[src/logic/mem_sys_pkg.sv]
`default_nettype none

package mem_sys_pkg;

   // Address split and line geometry
   localparam int ADDR_W         = 16;
   localparam int WORD_W         = 16;
   localparam int TAG_W          = 5;
   localparam int INDEX_W        = 8;
   localparam int OFFSET_W       = 3;
   localparam int WORDS_PER_LINE = 4;
   localparam int NUM_SETS       = 256;
   localparam int NUM_BANKS      = 4;

   // Main memory timing
   localparam int MEM_READ_LAT = 2;   // Accepted read to data
   localparam int BANK_BUSY    = 4;   // Busy cycles after an access
   localparam int BUSY_W       = $clog2(BANK_BUSY + 1);

   typedef logic [ADDR_W-1:0]   addr_t;
   typedef logic [WORD_W-1:0]   word_t;
   typedef logic [TAG_W-1:0]    tag_t;
   typedef logic [INDEX_W-1:0]  index_t;
   typedef logic [OFFSET_W-1:0] offset_t;
   typedef logic [1:0]          bank_t;   // Bank, or word within a line

   typedef struct packed {
      addr_t addr;
      word_t data;
      logic  rd;
      logic  wr;
   } cache_req_t;

   typedef struct packed {
      logic  comp;       // Compare mode
      logic  write;
      logic  valid_in;
      bank_t offset;     // Word in the line
      logic  fill;       // Memory data instead of client data
   } way_ctrl_t;

   typedef struct packed {
      logic  hit;
      logic  valid;
      logic  dirty;
      tag_t  tag;
      word_t data;
   } way_status_t;

   typedef struct packed {
      addr_t addr;
      word_t data;
      logic  rd;
      logic  wr;
   } mem_req_t;

   typedef enum logic [2:0] {
      IDLE,
      COMP,
      WB,
      FILL,
      REFILL_DONE,
      FINISH
   } ctrl_state_t;

endpackage

`default_nettype wire

[src/logic/cache_controller.sv]
`default_nettype none

module cache_controller
   import mem_sys_pkg::*;
(
   input  logic        clk,
   input  logic        arst_n,
   input  cache_req_t  req,
   input  way_status_t sel_status,
   input  logic        mem_stall,
   input  logic        mem_rd_valid,
   output way_ctrl_t   way_ctrl,
   output mem_req_t    mem_req,
   output logic        lock,
   output logic        touch,
   output logic        done,
   output logic        stall,
   output logic        cache_hit,
   output logic        err
);

   ctrl_state_t state;
   ctrl_state_t state_nxt;
   bank_t       iss_cnt;     // Next word to send to memory
   bank_t       ret_cnt;     // Next fill word to come back
   logic        first_cmp;   // Compare not yet tried for this access
   logic        err_q;
   logic        bad_req;
   logic        first_hit;
   offset_t     byte_off;
   index_t      idx;

   assign byte_off  = req.addr[OFFSET_W-1:0];
   assign idx       = req.addr[OFFSET_W +: INDEX_W];
   assign bad_req   = (req.rd & req.wr) | byte_off[0];   // Conflict or misaligned
   assign first_hit = (state == COMP) & first_cmp & sel_status.hit;

   always_comb begin
      state_nxt = state;
      case (state)
         IDLE: begin
            if (req.rd | req.wr) begin
               state_nxt = bad_req ? FINISH : COMP;
            end
         end
         COMP: begin
            if (sel_status.hit) begin
               state_nxt = first_cmp ? IDLE : FINISH;
            end else if (sel_status.valid & sel_status.dirty) begin
               state_nxt = WB;
            end else begin
               state_nxt = FILL;
            end
         end
         WB: begin
            if (!mem_stall && iss_cnt == 2'd3) begin
               state_nxt = FILL;
            end
         end
         FILL: begin
            if (!mem_stall && iss_cnt == 2'd3) begin
               state_nxt = REFILL_DONE;
            end
         end
         REFILL_DONE: begin
            if (mem_rd_valid && ret_cnt == 2'd3) begin
               state_nxt = COMP;   // Retry, now hits
            end
         end
         FINISH: state_nxt = IDLE;
         default: state_nxt = IDLE;
      endcase
   end

   // Way and memory commands
   always_comb begin
      way_ctrl = '0;
      mem_req  = '0;
      case (state)
         COMP: begin
            way_ctrl.comp     = 1'b1;
            way_ctrl.write    = req.wr & sel_status.hit;
            way_ctrl.valid_in = 1'b1;
            way_ctrl.offset   = req.addr[OFFSET_W-1:1];
         end
         WB: begin
            way_ctrl.offset = iss_cnt;   // Victim word being written back
            mem_req.wr      = 1'b1;
            mem_req.addr    = {sel_status.tag, idx, iss_cnt, 1'b0};
            mem_req.data    = sel_status.data;
         end
         FILL, REFILL_DONE: begin
            way_ctrl.write    = mem_rd_valid;
            way_ctrl.valid_in = 1'b1;
            way_ctrl.fill     = 1'b1;
            way_ctrl.offset   = ret_cnt;
            mem_req.rd        = (state == FILL);
            mem_req.addr      = {req.addr[ADDR_W-1:OFFSET_W], iss_cnt, 1'b0};
         end
         FINISH: begin
            way_ctrl.offset = req.addr[OFFSET_W-1:1];   // Requested word on data_out
         end
         default: begin
            way_ctrl = '0;
            mem_req  = '0;
         end
      endcase
   end

   always_ff @(posedge clk or negedge arst_n) begin
      if (!arst_n) begin
         state     <= IDLE;
         iss_cnt   <= '0;
         ret_cnt   <= '0;
         first_cmp <= 1'b0;
         err_q     <= 1'b0;
      end else begin
         state <= state_nxt;
         if (state == IDLE) begin
            first_cmp <= 1'b1;
            err_q     <= bad_req;
         end
         if (state == COMP) begin
            first_cmp <= 1'b0;
         end
         // Counters wrap back to zero after a whole line
         if ((state == WB || state == FILL) && !mem_stall) begin
            iss_cnt <= iss_cnt + 1'b1;
         end
         if ((state == FILL || state == REFILL_DONE) && mem_rd_valid) begin
            ret_cnt <= ret_cnt + 1'b1;
         end
      end
   end

   assign done      = first_hit | (state == FINISH);
   assign cache_hit = first_hit;
   assign err       = (state == FINISH) & err_q;
   assign stall     = (state != IDLE) & ~done;
   assign lock      = (state == COMP) & first_cmp;
   assign touch     = done & ~err;   // Error leaves LRU alone

endmodule

`default_nettype wire

[config.mk]
export PLATFORM = sky130hd
export DESIGN_NAME = cache_controller
export DESIGN_NICKNAME = d
export VERILOG_FILES = /design/src/logic/mem_sys_pkg.sv /design/src/logic/cache_controller.sv
export SDC_FILE = /design/constraint.sdc
export NUM_CORES = 1
export LEC_CHECK = 0
export ABC_AREA = 0
export ABC_CLOCK_PERIOD_IN_PS = 1400
export BUFFER_PORTS_ARGS = -buffer_cell sky130_fd_sc_hd__buf_2
export CORE_MARGIN = 1.5
export CORE_UTILIZATION = 33
export CTS_CLUSTER_SIZE = 40
export DETAILED_ROUTE_END_ITERATION = 10
export GPL_ROUTABILITY_DRIVEN = 1
export PLACE_DENSITY = 0.81
export SLEW_MARGIN = 0
export SYNTH_ARGS = -nofsm -noshare
export SYNTH_HDL_FRONTEND = slang
export SYNTH_SLANG_ARGS = --single-unit
[constraint.sdc]
create_clock -name clk -period 1.4 [get_ports clk]
set_input_delay 0.21 -clock clk [delete_from_list [all_inputs] [get_ports clk]]
set_output_delay 0.21 -clock clk [all_outputs]
set_load 0.005 [all_outputs]
## After elaboration in Yosys (flattened, before gate mapping)

Index checks and enable logic that the tools add are counted.

| word-level totals | value |
|---|---|
| register bits | 9 |
| bits of input ports | 62 |
| word-level logic and storage cells | 63 |
| output and inout bits | 46 |

| cells by class | value |
|---|---|
| equality and inequality tests | 11 |
| add/sub/neg operators | 2 |
| reductions and logical operators | 13 |
| mux-type cells | 19 |
| bitwise gates (word level) | 13 |

Operators with widths:

| kind | count |
|---|---|
| $pmux 16 s2 | 1 |
| $mux 3 | 7 |
| $mux 16 | 1 |
| $pmux 3 s5 | 1 |
| $and 1x1->1 | 8 |
| $ne 2x2->1 const B | 4 |
| $mux 1 | 7 |
| $eq 3x2->1 const B | 2 |
| $eq 3x3->1 const B | 2 |
| $pmux 2 s3 | 1 |
| $add 2x1->2 const B | 2 |
| $eq 2x2->1 const B | 2 |
| $logic_and 1x1->1 | 4 |
| $pmux 2 s2 | 1 |
| $reduce_and 4->1 | 1 |
| $reduce_or 2->1 | 2 |
| $eq 3x1->1 const B | 1 |
| $logic_not 3->1 | 1 |
| $or 1x1->1 | 3 |
| $reduce_bool 3->1 | 1 |
| $logic_or 1x1->1 | 2 |
| $not 1->1 | 2 |
| $reduce_bool 2->1 | 1 |
| $logic_not 1->1 | 1 |

## Logic depth before layout (Yosys ltp)

| depth | value |
|---|---|
| word-level depth | 6 |
| mapped depth | 6 |
| gate-level depth less buffers | 5 |

## Worst setup path before layout

Ideal clock, no wire load.

| path | value |
|---|---|
| path type | register to output |
| from | register state[2] |
| to | output mem_req[10] (netlist bit) |
| data required time | 1.190 ns |
| setup slack | 0.047 ns |
| arrival time | 1.143 ns |
| stages on the path, launching flop included | 6 |
| cell sequence | dfrtp_1 buf_4 nand2b_1 nor2_2 buf_2 and2_1 |

RTL lines:

| what | RTL line | text |
|---|---|---|
| start, declared | cache_controller.sv:22 | `ctrl_state_t state;` |
| start signal, assigned | cache_controller.sv:118 | `state <= state_nxt;` |
| end, declared | cache_controller.sv:13 | `output mem_req_t mem_req,` |

==> impl_metrics.ini <==
[timing]
hold_slack_ns = 0.264
setup_viol = 52
slew_violations = 0
fin_skew_ns = 0.00744
period_share_pct = 134
hold_viol_final = 0
fin_ws_ns = -0.483
min_period_ns = 1.88
fmax_mhz = 531
rsz0062_at_grt = yes
finalSetupTns_ns = -12.37

[routing]
drc = 0
postRouteAntennaNets = 0
routed_via_density = 5.18
vias = 1357
drt-total-wl_um = 4070
routedWlPerCell_um = 15.5
drtIter0Drc = 21
dr.pass1.iters = 4

[logic_synthesis]
synth-async-reset-ratio_pct = 100
synth-seq-area-share_pct = 25.2
syn_nets = 174
synth_top_family_by_area = simple AND/OR/NAND/NOR gates
synth_cell_types = 33
synth_top_area_share_pct = 25.2
synth.area.top_cells = dfrtp_1 (25%), and2_1 (12%), nor2b_1 (8.4%), a22o_1 (5.9%), a21oi_1 (3.4%)
synth_compound_area_share_pct = 22.9
synthAdderAreaFrac_pct = 2.80
avgSynthCellArea_um2 = 8.13
synth-seq-cells = 9
synth-edff-count = 0
yosysTopAreaCell = dfrtp_1
yosys.area_share.simple_pct = 34.0
synth_cells = 110
yosysWarnings = 0
synthesis.area_um2 = 895
synthMuxAreaShare_pct = 5.17
synth_ff_type = dfrtp_1
synth_xor_area_share_pct = 1.96

[power]
total_power_mw = 4.45
p_switching_mw = 1.90
power_density_nw_per_um2 = 2330
p_leak_nw = 1.06
p_int_mw = 2.56
power_switching_share_pct = 42.6
p_comb_share_pct = 81.1
power.share.clock_pct = 5.2
peakVddDrop_uv = 1630
seqPwrFrac_pct = 13.7

[finish]
fin_util_pct = 75.7
diodes = 0
final_cell_area_um2 = 1910
nNetsFinal = 297
finalNonFillerCells = 262
layout-drive-gt1-share_pct = 70.7
flow.area_growth_from_synthesis_pct = 113

[grt]
gr-total-overflow = 0
gr-usage-all-layers_pct = 20.9
grt_start_max_net_pins = 23
grt_pass1_wl_um = 4600
antenna_found_initial = 0
grt_pass1_vias = 1147

[min_path]
min_from = req[18]
hold_path_end = err_q
holdPathStages = 3
hold_path_class = in2reg

[clock_network]
clk_latency_ns = 0.29
clk_path_buf_depth = 2
root_buffer = clkbuf_4
htree_levels = 1
path_clk_slew_ns = 0.08
cts.sinks = 9
numCtsBuffers = 3
cts_tree = done

[critical_path]
regToRegEndpoint = state[2]
crit_path_max_fanout = 5
crit_path_end_kind = primary output
crit_type = reg2out
worstRegToRegCells = 8
rrSetupSlack_ns = -0.20
cp.arrival_ns = 1.67
cp.required_ns = 1.19
r2r_start = state[0]
worst_setup_path_start_kind = flop

[die]
core-area_um2 = 2520
fp-row-count = 18
die_w_um = 55.1
dieArea_um2 = 3030
io_pins = 108
initial_core_util_pct = 35.5
die_h_um = 55.1

[placement]
hpwl_um = 2350
dp.cells = 248
place_ws_ns = -0.106
post_dp_cell_area_um2 = 1560
portBuffers = 90
place.gp.congestion = 0.828

[status]
outcome = finished with violations
violations = setup timing

[flow_run]
drv_cap = 0
==> synth_stat cells, types with 2 or more instances <==
master and count:
nand2_1 5, ha_1 2, and2_1 17, dfrtp_1 9, nand2b_1 2, o21ai_0 6
buf_2 3, nor2b_1 12, a21oi_1 6, o21a_1 2, mux2i_1 2, nor2_1 8
buf_4 4, a22o_1 6, nor3_2 2, a22oi_1 2, o22ai_1 2, inv_1 5
==> worst max-delay path, cell delays in order, from the launching register on <==
cell,delay [ns]
dfrtp_1,0.43
nand2b_4,0.18
o21a_4,0.23
clkbuf_16,0.16
nor2b_1,0.20
buf_2,0.18
==> how the worst max path moves through the flow <==
stage	slack [ns]	endpoint	start
floorplan	0.05	mem_req[10]	state[2]
global placement	-0.03	state[2]	state[0]
detailed placement	-0.11	state[2]	state[0]
CTS	-0.25	touch	state[1]
global route	-0.52	mem_req[24]	state[1]
finish	-0.48	mem_req[24]	state[1]
==> cells by family (layout without fill, tap and decap cells) <==
group                    count (synthesis)  count (layout)
AND/OR/NAND/NOR                         50              50
AO/OA/AOI/OAI                           29              29
buffers and inverters                   13             135
flip-flops                               9               9
multiplexers                             4               4
adder cells (fa/ha/maj)                  2               2
XOR/XNOR                                 2               2
other                                    1               1
==> final cells by class <==
| type | instances | area [um2] |
|---|---|---|
| Fill cell | 174 | 613 |
| Inverter | 6 | 27.5 |
| Clock inverter | 1 | 5.00 |
| Timing Repair Buffer | 125 | 835 |
| Tap cell | 30 | 37.5 |
| Multi-Input combinational cell | 88 | 754 |
| Sequential cell | 9 | 228 |
| Clock buffer | 3 | 22.5 |
==> power groups by stage <==
stage,clock [mW],sequential (mW),combinational (mW)
2_1_floorplan,0,0.471,1.29
3_3_place_gp,0,0.548,2.44
6_report,0.230,0.612,3.61
5_1_grt,0.242,0.627,3.88
3_5_place_dp,0,0.560,2.51
4_1_cts,0.209,0.570,2.86
==> metal layers <==
layer	vias up	part of all wire (%)	track usage, %
met5	-	0	0
met4	0	4.5	13.0
met3	22	7.1	2.42
met2	81	52	39.9
met1	636	37	21.5
li1	618	-	-
==> layout by cell type (no fill, tap or decap), types with 3 or more instances in the layout <==
| master | n |
|---|---|
| inv_1 | 3 |
| o21ai_1 | 3 |
| a21oi_1 | 3 |
| clkbuf_4 | 3 |
| nand2_2 | 3 |
| a21oi_2 | 3 |
| buf_12 | 3 |
| nor2b_4 | 5 |
| buf_2 | 87 |
| buf_4 | 18 |
| nor2_1 | 5 |
| nand2_1 | 3 |
| nor2b_1 | 6 |
| buf_6 | 15 |
| dfrtp_1 | 7 |
| and2_1 | 17 |
| nand2b_4 | 3 |
| a22o_1 | 6 |
==> registers in the layout (all words and copies together), names as in the netlist <==
register / count
err_q: 1
state: 3
ret_cnt: 2
first_cmp: 1
iss_cnt: 2
==> timing repair <==
| action | CTS | global route |
|---|---|---|
| buffers inserted | 5 | 7 |
| gates resized for setup | 26 | 32 |
| endpoints found under the hold margin | 9 | 0 |
| cloned | 0 | 1 |
| pin swaps | 7 | 7 |
| hold buffers | 1 | 0 |
| endpoints found under the setup margin | 49 | 51 |
(Power assumes the default switching activity.)
