<file path="src/logic/mem_sys_pkg.sv">
`default_nettype none

package mem_sys_pkg;

   // Address split and line geometry
   localparam int ADDR_W         = 16;
   localparam int WORD_W         = 16;
   localparam int TAG_W          = 5;
   localparam int INDEX_W        = 8;
   localparam int OFFSET_W       = 3;
   localparam int WORDS_PER_LINE = 4;
   localparam int NUM_SETS       = 256;
   localparam int NUM_BANKS      = 4;

   // Main memory timing
   localparam int MEM_READ_LAT = 2;   // Accepted read to data
   localparam int BANK_BUSY    = 4;   // Busy cycles after an access
   localparam int BUSY_W       = $clog2(BANK_BUSY + 1);

   typedef logic [ADDR_W-1:0]   addr_t;
   typedef logic [WORD_W-1:0]   word_t;
   typedef logic [TAG_W-1:0]    tag_t;
   typedef logic [INDEX_W-1:0]  index_t;
   typedef logic [OFFSET_W-1:0] offset_t;
   typedef logic [1:0]          bank_t;   // Bank, or word within a line

   typedef struct packed {
      addr_t addr;
      word_t data;
      logic  rd;
      logic  wr;
   } cache_req_t;

   typedef struct packed {
      logic  comp;       // Compare mode
      logic  write;
      logic  valid_in;
      bank_t offset;     // Word in the line
      logic  fill;       // Memory data instead of client data
   } way_ctrl_t;

   typedef struct packed {
      logic  hit;
      logic  valid;
      logic  dirty;
      tag_t  tag;
      word_t data;
   } way_status_t;

   typedef struct packed {
      addr_t addr;
      word_t data;
      logic  rd;
      logic  wr;
   } mem_req_t;

   typedef enum logic [2:0] {
      IDLE,
      COMP,
      WB,
      FILL,
      REFILL_DONE,
      FINISH
   } ctrl_state_t;

endpackage

`default_nettype wire

</file>
<file path="src/logic/way_select.sv">
`default_nettype none

module way_select
   import mem_sys_pkg::*;
(
   input  logic        clk,
   input  logic        arst_n,
   input  index_t      index,
   input  way_status_t status0,
   input  way_status_t status1,
   input  logic        lock,
   input  logic        touch,
   input  logic        write_req,
   output logic        write0,
   output logic        write1,
   output way_status_t sel_status
);

   logic [NUM_SETS-1:0] lru_q;   // Names the least recently used way
   logic                victim;
   logic                choice;
   logic                way_q;
   logic                sel_way;

   always_comb begin
      if (!status0.valid) begin
         victim = 1'b0;
      end else if (!status1.valid) begin
         victim = 1'b1;
      end else begin
         victim = lru_q[index];
      end
   end

   assign choice  = status0.hit ? 1'b0 : (status1.hit ? 1'b1 : victim);
   assign sel_way = lock ? choice : way_q;   // Live choice while locking

   always_ff @(posedge clk or negedge arst_n) begin
      if (!arst_n) begin
         way_q <= 1'b0;
         lru_q <= '0;
      end else begin
         if (lock) begin
            way_q <= choice;
         end
         if (touch) begin
            lru_q[index] <= ~sel_way;   // Other way becomes LRU
         end
      end
   end

   assign write0     = write_req & ~sel_way;
   assign write1     = write_req & sel_way;
   assign sel_status = sel_way ? status1 : status0;

endmodule

`default_nettype wire

</file>
<file path="config.mk">
export PLATFORM = sky130hd
export DESIGN_NAME = way_select
export DESIGN_NICKNAME = d
export VERILOG_FILES = /design/src/logic/mem_sys_pkg.sv /design/src/logic/way_select.sv
export SDC_FILE = /design/constraint.sdc
export NUM_CORES = 1
export LEC_CHECK = 0
export BUFFER_PORTS_ARGS = -buffer_cell sky130_fd_sc_hd__buf_2
export CORE_MARGIN = 4
export CORE_UTILIZATION = 45
export CTS_CLUSTER_DIAMETER = 150
export CTS_CLUSTER_SIZE = 12
export DETAILED_ROUTE_END_ITERATION = 8
export GPL_TIMING_DRIVEN = 0
export HOLD_SLACK_MARGIN = 0.06
export PLACE_DENSITY_LB_ADDON = 0.05
export SLEW_MARGIN = 20
export SYNTH_ARGS = -nofsm -noshare
export SYNTH_HDL_FRONTEND = slang
export SYNTH_SLANG_ARGS = --single-unit
</file>
<file path="constraint.sdc">
create_clock -name clk -period 4.2 [get_ports clk]
set_input_delay 0.21 -clock clk [delete_from_list [all_inputs] [get_ports clk]]
set_output_delay 0.21 -clock clk [all_outputs]
set_load 0.01 [all_outputs]
</file>
# Word level (Yosys, flattened, before mapping)
# Index checks and enable logic that the tools add are counted.
[totals] register_bits=257 inputBits=61 elab_cells=19
[op_classes] n_lt_le_gt_ge=2 mux=11 bitwise=3 n_reduce_logical=1
[ops] operator="256-bit bitwise mux" n=1
[ops] operator="24-bit two-way mux" n=1
[ops] operator="8-bit by 9-bit < comparator with 1-bit output (second input constant)" n=1
[ops] operator="1-bit binary-select mux with 8-bit select" n=1
[ops] operator="1-bit demux with 8-bit select" n=1
[ops] operator="8-bit by 1-bit >= comparator with 1-bit output (second input constant)" n=1
[ops] operator="1-bit two-way mux" n=7
[ops] operator="1-bit bitwise AND" n=2
[ops] operator="1-bit logical AND" n=1
[ops] operator="1-bit inverter" n=1

# Depth between registers and ports, before layout
# Gate-level depths: netlist (run 1).
[depth] word_depth=9 depth_mapped=14

# Least setup slack after synthesis (run 1)
# Ideal clock, no wire load.
[synth_path] kind="input-to-output" from="in index[0]" to="out sel_status[0] (netlist name)" t_arrival_ns=2.601 t_required_ns=3.990 path_slack_ns=1.389 cell_stages=12 path_buffers=4 path_cell_list="buf_2 > buf_2 > mux4_2 > a22oi_1 > nand3_1 > a21oi_1 > nand4_1 > nor3_1 > a31oi_1 > buf_2 > buf_4 > mux2_1"
[synth_lines] item="start: declaration" line="way_select.sv:8" source="input index_t index,"
[synth_lines] item="end: declaration" line="way_select.sv:16" source="output way_status_t sel_status"

==> run_results.csv, run 1 <==
group,metric,value,unit
layout,antennaDiodeCount,0,
sta,fmax,0.247,GHz
worst_setup_path,r2r_cells,11,
worst_setup_path,critPathMaxStageDelay,370,ps
logic_synthesis,synth_cells,1214,
layout,layout-drive-gt1-share,16.8,%
worst_setup_path,cp.required,3990,ps
logic_synthesis,ys_types,47,
placement,dp_cells,1677,
sta,post-route-period-util,96.6,%
power,p_per_area,403,nW/um^2
placement,place_ws,71.6,ps
worst_hold_path,min_path_type,"in -> async",
power,ir_drop,0.259,mV
global_route,grt_max_degree,91,
clocking,clockBufferDepth,3,
clocking,clk_pin_slew,60,ps
worst_setup_path,worstSetupStartpointType,"primary input",
layout,finalNonFillerCells,1705,
layout,final_cell_mix,"270 x a21oi_1, 258 x a31oi_1, 257 x dfrtp_1",
worst_setup_path,crit_path_cell_trace,"buf_2 -> buf_4 -> buf_4 -> mux4_2 -> a22oi_1 -> nand3_1 -> a21oi_1 -> nand4_1 -> nor3_1 -> a31oi_1 -> buf_2 -> buf_4 -> mux2_1 -> buf_2",
placement,hpwl,34100,um
clocking,cts_buffers,25,
die,boundaryPins,87,
sta,skew,25.0,ps
logic_synthesis,synth.net_count,1275,
sta,slew_viol_final,0,
die,coreArea,27800,um^2
worst_setup_path,endpoint_kind,"output port",
outcome,status,"finished, final reports clean",
logic_synthesis,ys_warn_count,0,
sta,worst_slew_pin_slew,1290,ps
routing,antenna_left,0,
routing,vias,11700,
routing,drt-initial-drc-count,1600,
routing,first_pass_iters,5,
worst_setup_path,cp_num_cells,14,
logic_synthesis,yosysSeqAreaShare,50.8,%
die,die_w,176,um
die,fp.dieH,176,um
global_route,overflow,0,
power,power.total,5.77,mW
worst_setup_path,critPathTopFamily,"buffers and inverters",
layout,layout_commonest_cell,"a21oi_1",
sta,slew_headroom,14.3,%
clocking,root_buffer,"clkbuf_16",
placement,port_buffers,82,
routing,route.detailed.drc,0,
logic_synthesis,syn_area_per_cell,10.4,um^2
worst_setup_path,crit_type,"in -> out",
routing,drt-total-wl,52900,um
placement,place_congestion,0.978,
die,dieArea,30900,um^2
sta,setup_tns,0,ps
global_route,grt_pass1_wl,76800,um
clocking,cts_tree,"yes",
clocking,clock_latency,550,ps
routing,viasPerCell,6.87,
global_route,track_usage,33.7,%
worst_setup_path,slowest_stage,"a22oi_1",
die,std_cell_rows,61,
layout,final_util,51.5,%
layout,syn_to_final_growth,13.0,%
worst_setup_path,worstPathArrival,3850,ps
worst_setup_path,critPathBufInv,6,
clocking,clock_sinks,257,
sta,period_minus_slack,4060,ps
global_route,grt_pass1_vias,11100,
sta,rsz0062_at_grt,"false",
clocking,h-tree-depth,1,
routing,post_drt_wl_per_cell,31.0,um
flow_run,drv_cap,0,
logic_synthesis,ys_ff_latch,257,
sta,hold_violations,0,
power,leakage,6.22,nW
sta,setup_viol,0,
die,start_util,45.6,%
layout,final_net_count,1389,
global_route,antenna_found_initial,0,
logic_synthesis,syn_area,12700,um^2
worst_setup_path,worstPathMaxFanout,10,
sta,setup_ws,144,ps
## what timing repair did
| action | in CTS | in global routing |
|---|---|---|
| hold buffers | 1 | 0 |
| endpoints found under the hold margin | 167 | 0 |
| gates resized for setup | 0 | 7 |
| setup buffers | 0 | 0 |
| endpoints found under the setup margin | 0 | 13 |
## metrics by stage
step	hold WS (ps)	instance area, um^2
2_1_floorplan	-85.6	12700
3_3_place_gp	523	13500
4_1_cts	165	14300
6_report	153	14300
5_1_grt	210	14300
3_5_place_dp	125	13600
## final cells by class
| cell class | instances | area, um^2 |
|---|---|---|
| multi-input cells | 789 | 5510 |
| inverters | 6 | 22.5 |
| clock inverters | 1 | 8.76 |
| plain buffers | 162 | 717 |
| clock buffers | 25 | 626 |
| repair buffers | 87 | 524 |
| fillers | 2679 | 13500 |
| well taps | 378 | 473 |
| flip-flops and latches | 257 | 6430 |
## cells in the mapped netlist (all sizes together)
cell type / number / share of area (%)
o2111a: 3 / 0.27
clkbuf: 107 / 3.2
and2: 2 / 0.099
nand3b: 2 / 0.12
a211oi: 4 / 0.24
o21ai: 4 / 0.16
o31a: 1 / 0.069
o211ai: 2 / 0.12
a311oi: 1 / 0.069
nor4: 2 / 0.099
nand2: 16 / 0.47
nor2b: 8 / 0.40
a22oi: 21 / 1.2
nor2: 29 / 0.88
and3: 1 / 0.049
a21oi: 270 / 11
mux2i: 48 / 3.8
and4b: 3 / 0.24
inv: 5 / 0.15
o22ai: 3 / 0.15
a31oi: 258 / 13
a41oi: 1 / 0.069
o311a: 1 / 0.079
nand3: 7 / 0.28
o31ai: 1 / 0.059
clkinv: 1 / 0.030
and4: 2 / 0.14
o32a: 1 / 0.079
nor4bb: 3 / 0.24
nand4: 3 / 0.15
or2: 4 / 0.20
nor4b: 1 / 0.12
o221ai: 1 / 0.069
o21a: 1 / 0.059
mux4: 37 / 6.6
dfrtp: 257 / 51
nor3: 9 / 0.36
a221oi: 4 / 0.28
mux2: 29 / 2.6
buf: 55 / 2.4
nand2b: 6 / 0.30
## power breakdown
group / leakage, nW / switching (mW) / internal (mW) / total [mW]
clock: 0.313 / 0.970 / 1.05 / 2.02
combinational: 2.41 / 0.601 / 0.358 / 0.959
sequential: 3.49 / 0.112 / 2.68 / 2.79
total: 6.22 / 1.68 / 4.09 / 5.77
## registers in the layout, indices dropped and copies added, names as in the netlist
name   cells
way_q      1
lru_q    256
## routing by layer
metal,vias to the layer above,track usage (%),share of wire (%)
met1,5950,49.0,42
met4,0,15.3,5.8
met5,-,0,0
li1,4889,-,-
met3,156,6.80,10
met2,721,49.0,42
## cell families (layout without fill, tap and decap cells)
logic type	after synthesis	after routing	share of synthesized area [%]
AO/OA/AOI/OAI	577	577	26.4
flip-flops	257	257	50.8
buffers and inverters	168	281	5.74
multiplexers	114	114	13.0
AND/OR/NAND/NOR	98	98	4.12
## final timing paths
| check | from | to | slack [ps] |
|---|---|---|---|
| setup reg to reg | lru_q[193] | lru_q[131] | 960 |
| min in group clk | touch | lru_q[238] | 300 |
| setup / recovery | index[1] | sel_status[4] | 140 |
| hold / removal | arst_n | lru_q[37] | 150 |
| max in group asynchronous | arst_n | lru_q[11] | 2960 |
| hold reg to reg | lru_q[25] | lru_q[25] | 550 |
Note: power is estimated with default switching activity, not from simulation.
==> run 2, diff against run 1 <==
Settings changed: RECOVER_POWER set to 50.
==> run 2 against run 1 <==
Net effect:
- combinational power down 0.6%
- die area is the same
- the run now ends with capacitance limit, slew limit left
- hold slack gained 140 ps
- register-to-register slack barely moved
- wire length up 0.30%
- critical path type unchanged
==> run_results.csv, run 2 (synthesis results as in run 1) <==
group,metric,value,unit
outcome,status,"complete, but fails checks",
outcome,violations,"capacitance limit, slew limit",
clocking,clk_pin_slew,70,ps
layout,antennaDiodeCount,0,
routing,drt-initial-drc-count,1739,
clocking,clock_sinks,257,
placement,port_buffers,82,
worst_setup_path,r2r_start,"lru_q[103]",
placement,place_congestion,0.978,
sta,post-route-period-util,97.2,%
die,boundaryPins,87,
routing,route.detailed.drc,0,
placement,dp_cells,1677,
worst_setup_path,crit_start,"index[1]",
layout,largest_reg_flops,256,
sta,rsz0062_at_grt,"false",
layout,reg.largest.list,"lru_q (256), way_q (1)",
die,start_util,45.6,%
routing,viasPerCell,6.91,
sta,hold_violations,0,
routing,first_pass_iters,5,
sta,setup_viol,0,
global_route,track_usage,33.7,%
worst_setup_path,endpoint_kind,"output port",
clocking,h-tree-depth,1,
worst_setup_path,worstPathMaxFanout,10,
worst_setup_path,cp.required,3990,ps
global_route,grt_pass1_wl,76800,um
placement,hpwl,34100,um
clocking,cts_tree,"yes",
layout,final_util,51.3,%
power,p_per_area,405,nW/um^2
global_route,antenna_found_initial,0,
sta,slew_viol_final,43,
sta,slew_headroom,-62.4,%
sta,fmax,0.245,GHz
layout,top_register,"lru_q",
layout,syn_to_final_growth,12.6,%
routing,vias,11800,
die,fp.dieH,176,um
clocking,postCtsSetupBuffers,0,
routing,drt-total-wl,53000,um
die,die_w,176,um
routing,post_drt_wl_per_cell,31.1,um
die,coreArea,27800,um^2
worst_setup_path,worstPathArrival,3870,ps
worst_setup_path,crit_type,"in -> out",
layout,final_cell_mix,"270 x a21oi_1, 258 x a31oi_1, 257 x dfrtp_1",
global_route,grt_max_degree,91,
layout,layout_commonest_cell,"a21oi_1",
sta,skew,25.3,ps
clocking,clock_latency,550,ps
clocking,cts_buffers,25,
power,leakage,6.18,nW
power,ir_drop,0.259,mV
sta,period_minus_slack,4080,ps
global_route,overflow,0,
sta,worst_slew_pin_slew,2440,ps
clocking,clockBufferDepth,3,
layout,finalNonFillerCells,1705,
sta,holdWs,297,ps
routing,antenna_left,0,
worst_hold_path,min_path_type,"in -> reg",
clocking,root_buffer,"clkbuf_16",
worst_hold_path,hold_path_startpoint,"index[5]",
die,dieArea,30900,um^2
flow_run,drv_cap,1,
global_route,grt_pass1_vias,11100,
worst_setup_path,worstSetupStartpointType,"primary input",
die,std_cell_rows,61,
layout,final_net_count,1389,
layout,layout-drive-gt1-share,16.4,%
[run 2: timing repair]
| item | CTS | global route |
|---|---|---|
| setup endpoints to repair | 0 | 13 |
| gates resized for setup | 0 | 7 |
| hold endpoints to repair | 167 | 0 |
| hold buffers | 1 | 0 |
[run 2: per-stage QoR]
stage,worst slack (ps),cell area (um^2),power [mW],setup TNS (ps)
detailed placement,71.6,13600,3.77,0
floorplan,1390,12700,3.39,0
global route,24.3,14300,5.95,0
CTS,57.9,14300,5.75,0
finish,117,14300,5.77,0
global placement,-1940,13500,3.75,-492110
[run 2: per-layer routing]
layer | track usage, % | vias up | share of wire [%]
met5 | 0 | - | 0
met4 | 15.3 | 0 | 5.9
met3 | 6.80 | 165 | 10
met2 | 49.0 | 744 | 42
met1 | 49.0 | 6003 | 41
li1 | - | 4868 | -
[run 2: worst max-delay path, stage by stage]
cell     delay [ps]
buf_2           270
buf_4           330
buf_4           340
mux4_2          410
a22oi_1         370
a21oi_1         130
a21oi_1         150
nand4_1         130
nor3_1          320
a31oi_1         160
buf_2           270
buf_4           260
mux2_1          320
buf_2           140
[run 2: cell type report]
cell class,count,area [um^2]
Fill cell,2687,13500
Sequential cell,257,6430
Multi-Input combinational cell,789,5510
Buffer,162,713
Clock buffer,25,626
Tap cell,378,473
Timing Repair Buffer,87,470
Inverter,6,22.5
Clock inverter,1,8.76
[run 2: worst paths after layout]
check,to,slack (ps),cells after the start
max,sel_status[4],120,14
min reg2reg,lru_q[169],550,2
max in group asynchronous,lru_q[11],720,4
max reg2reg,lru_q[190],960,11
min,lru_q[32],300,4
min in group asynchronous,lru_q[37],960,2
[run 2: report_power, final]
part / total (mW) / switching [mW] / leakage (nW) / internal (mW)
registers: 2.79 / 0.113 / 3.49 / 2.68
logic: 0.953 / 0.602 / 2.37 / 0.351
clock network: 2.02 / 0.973 / 0.313 / 1.05
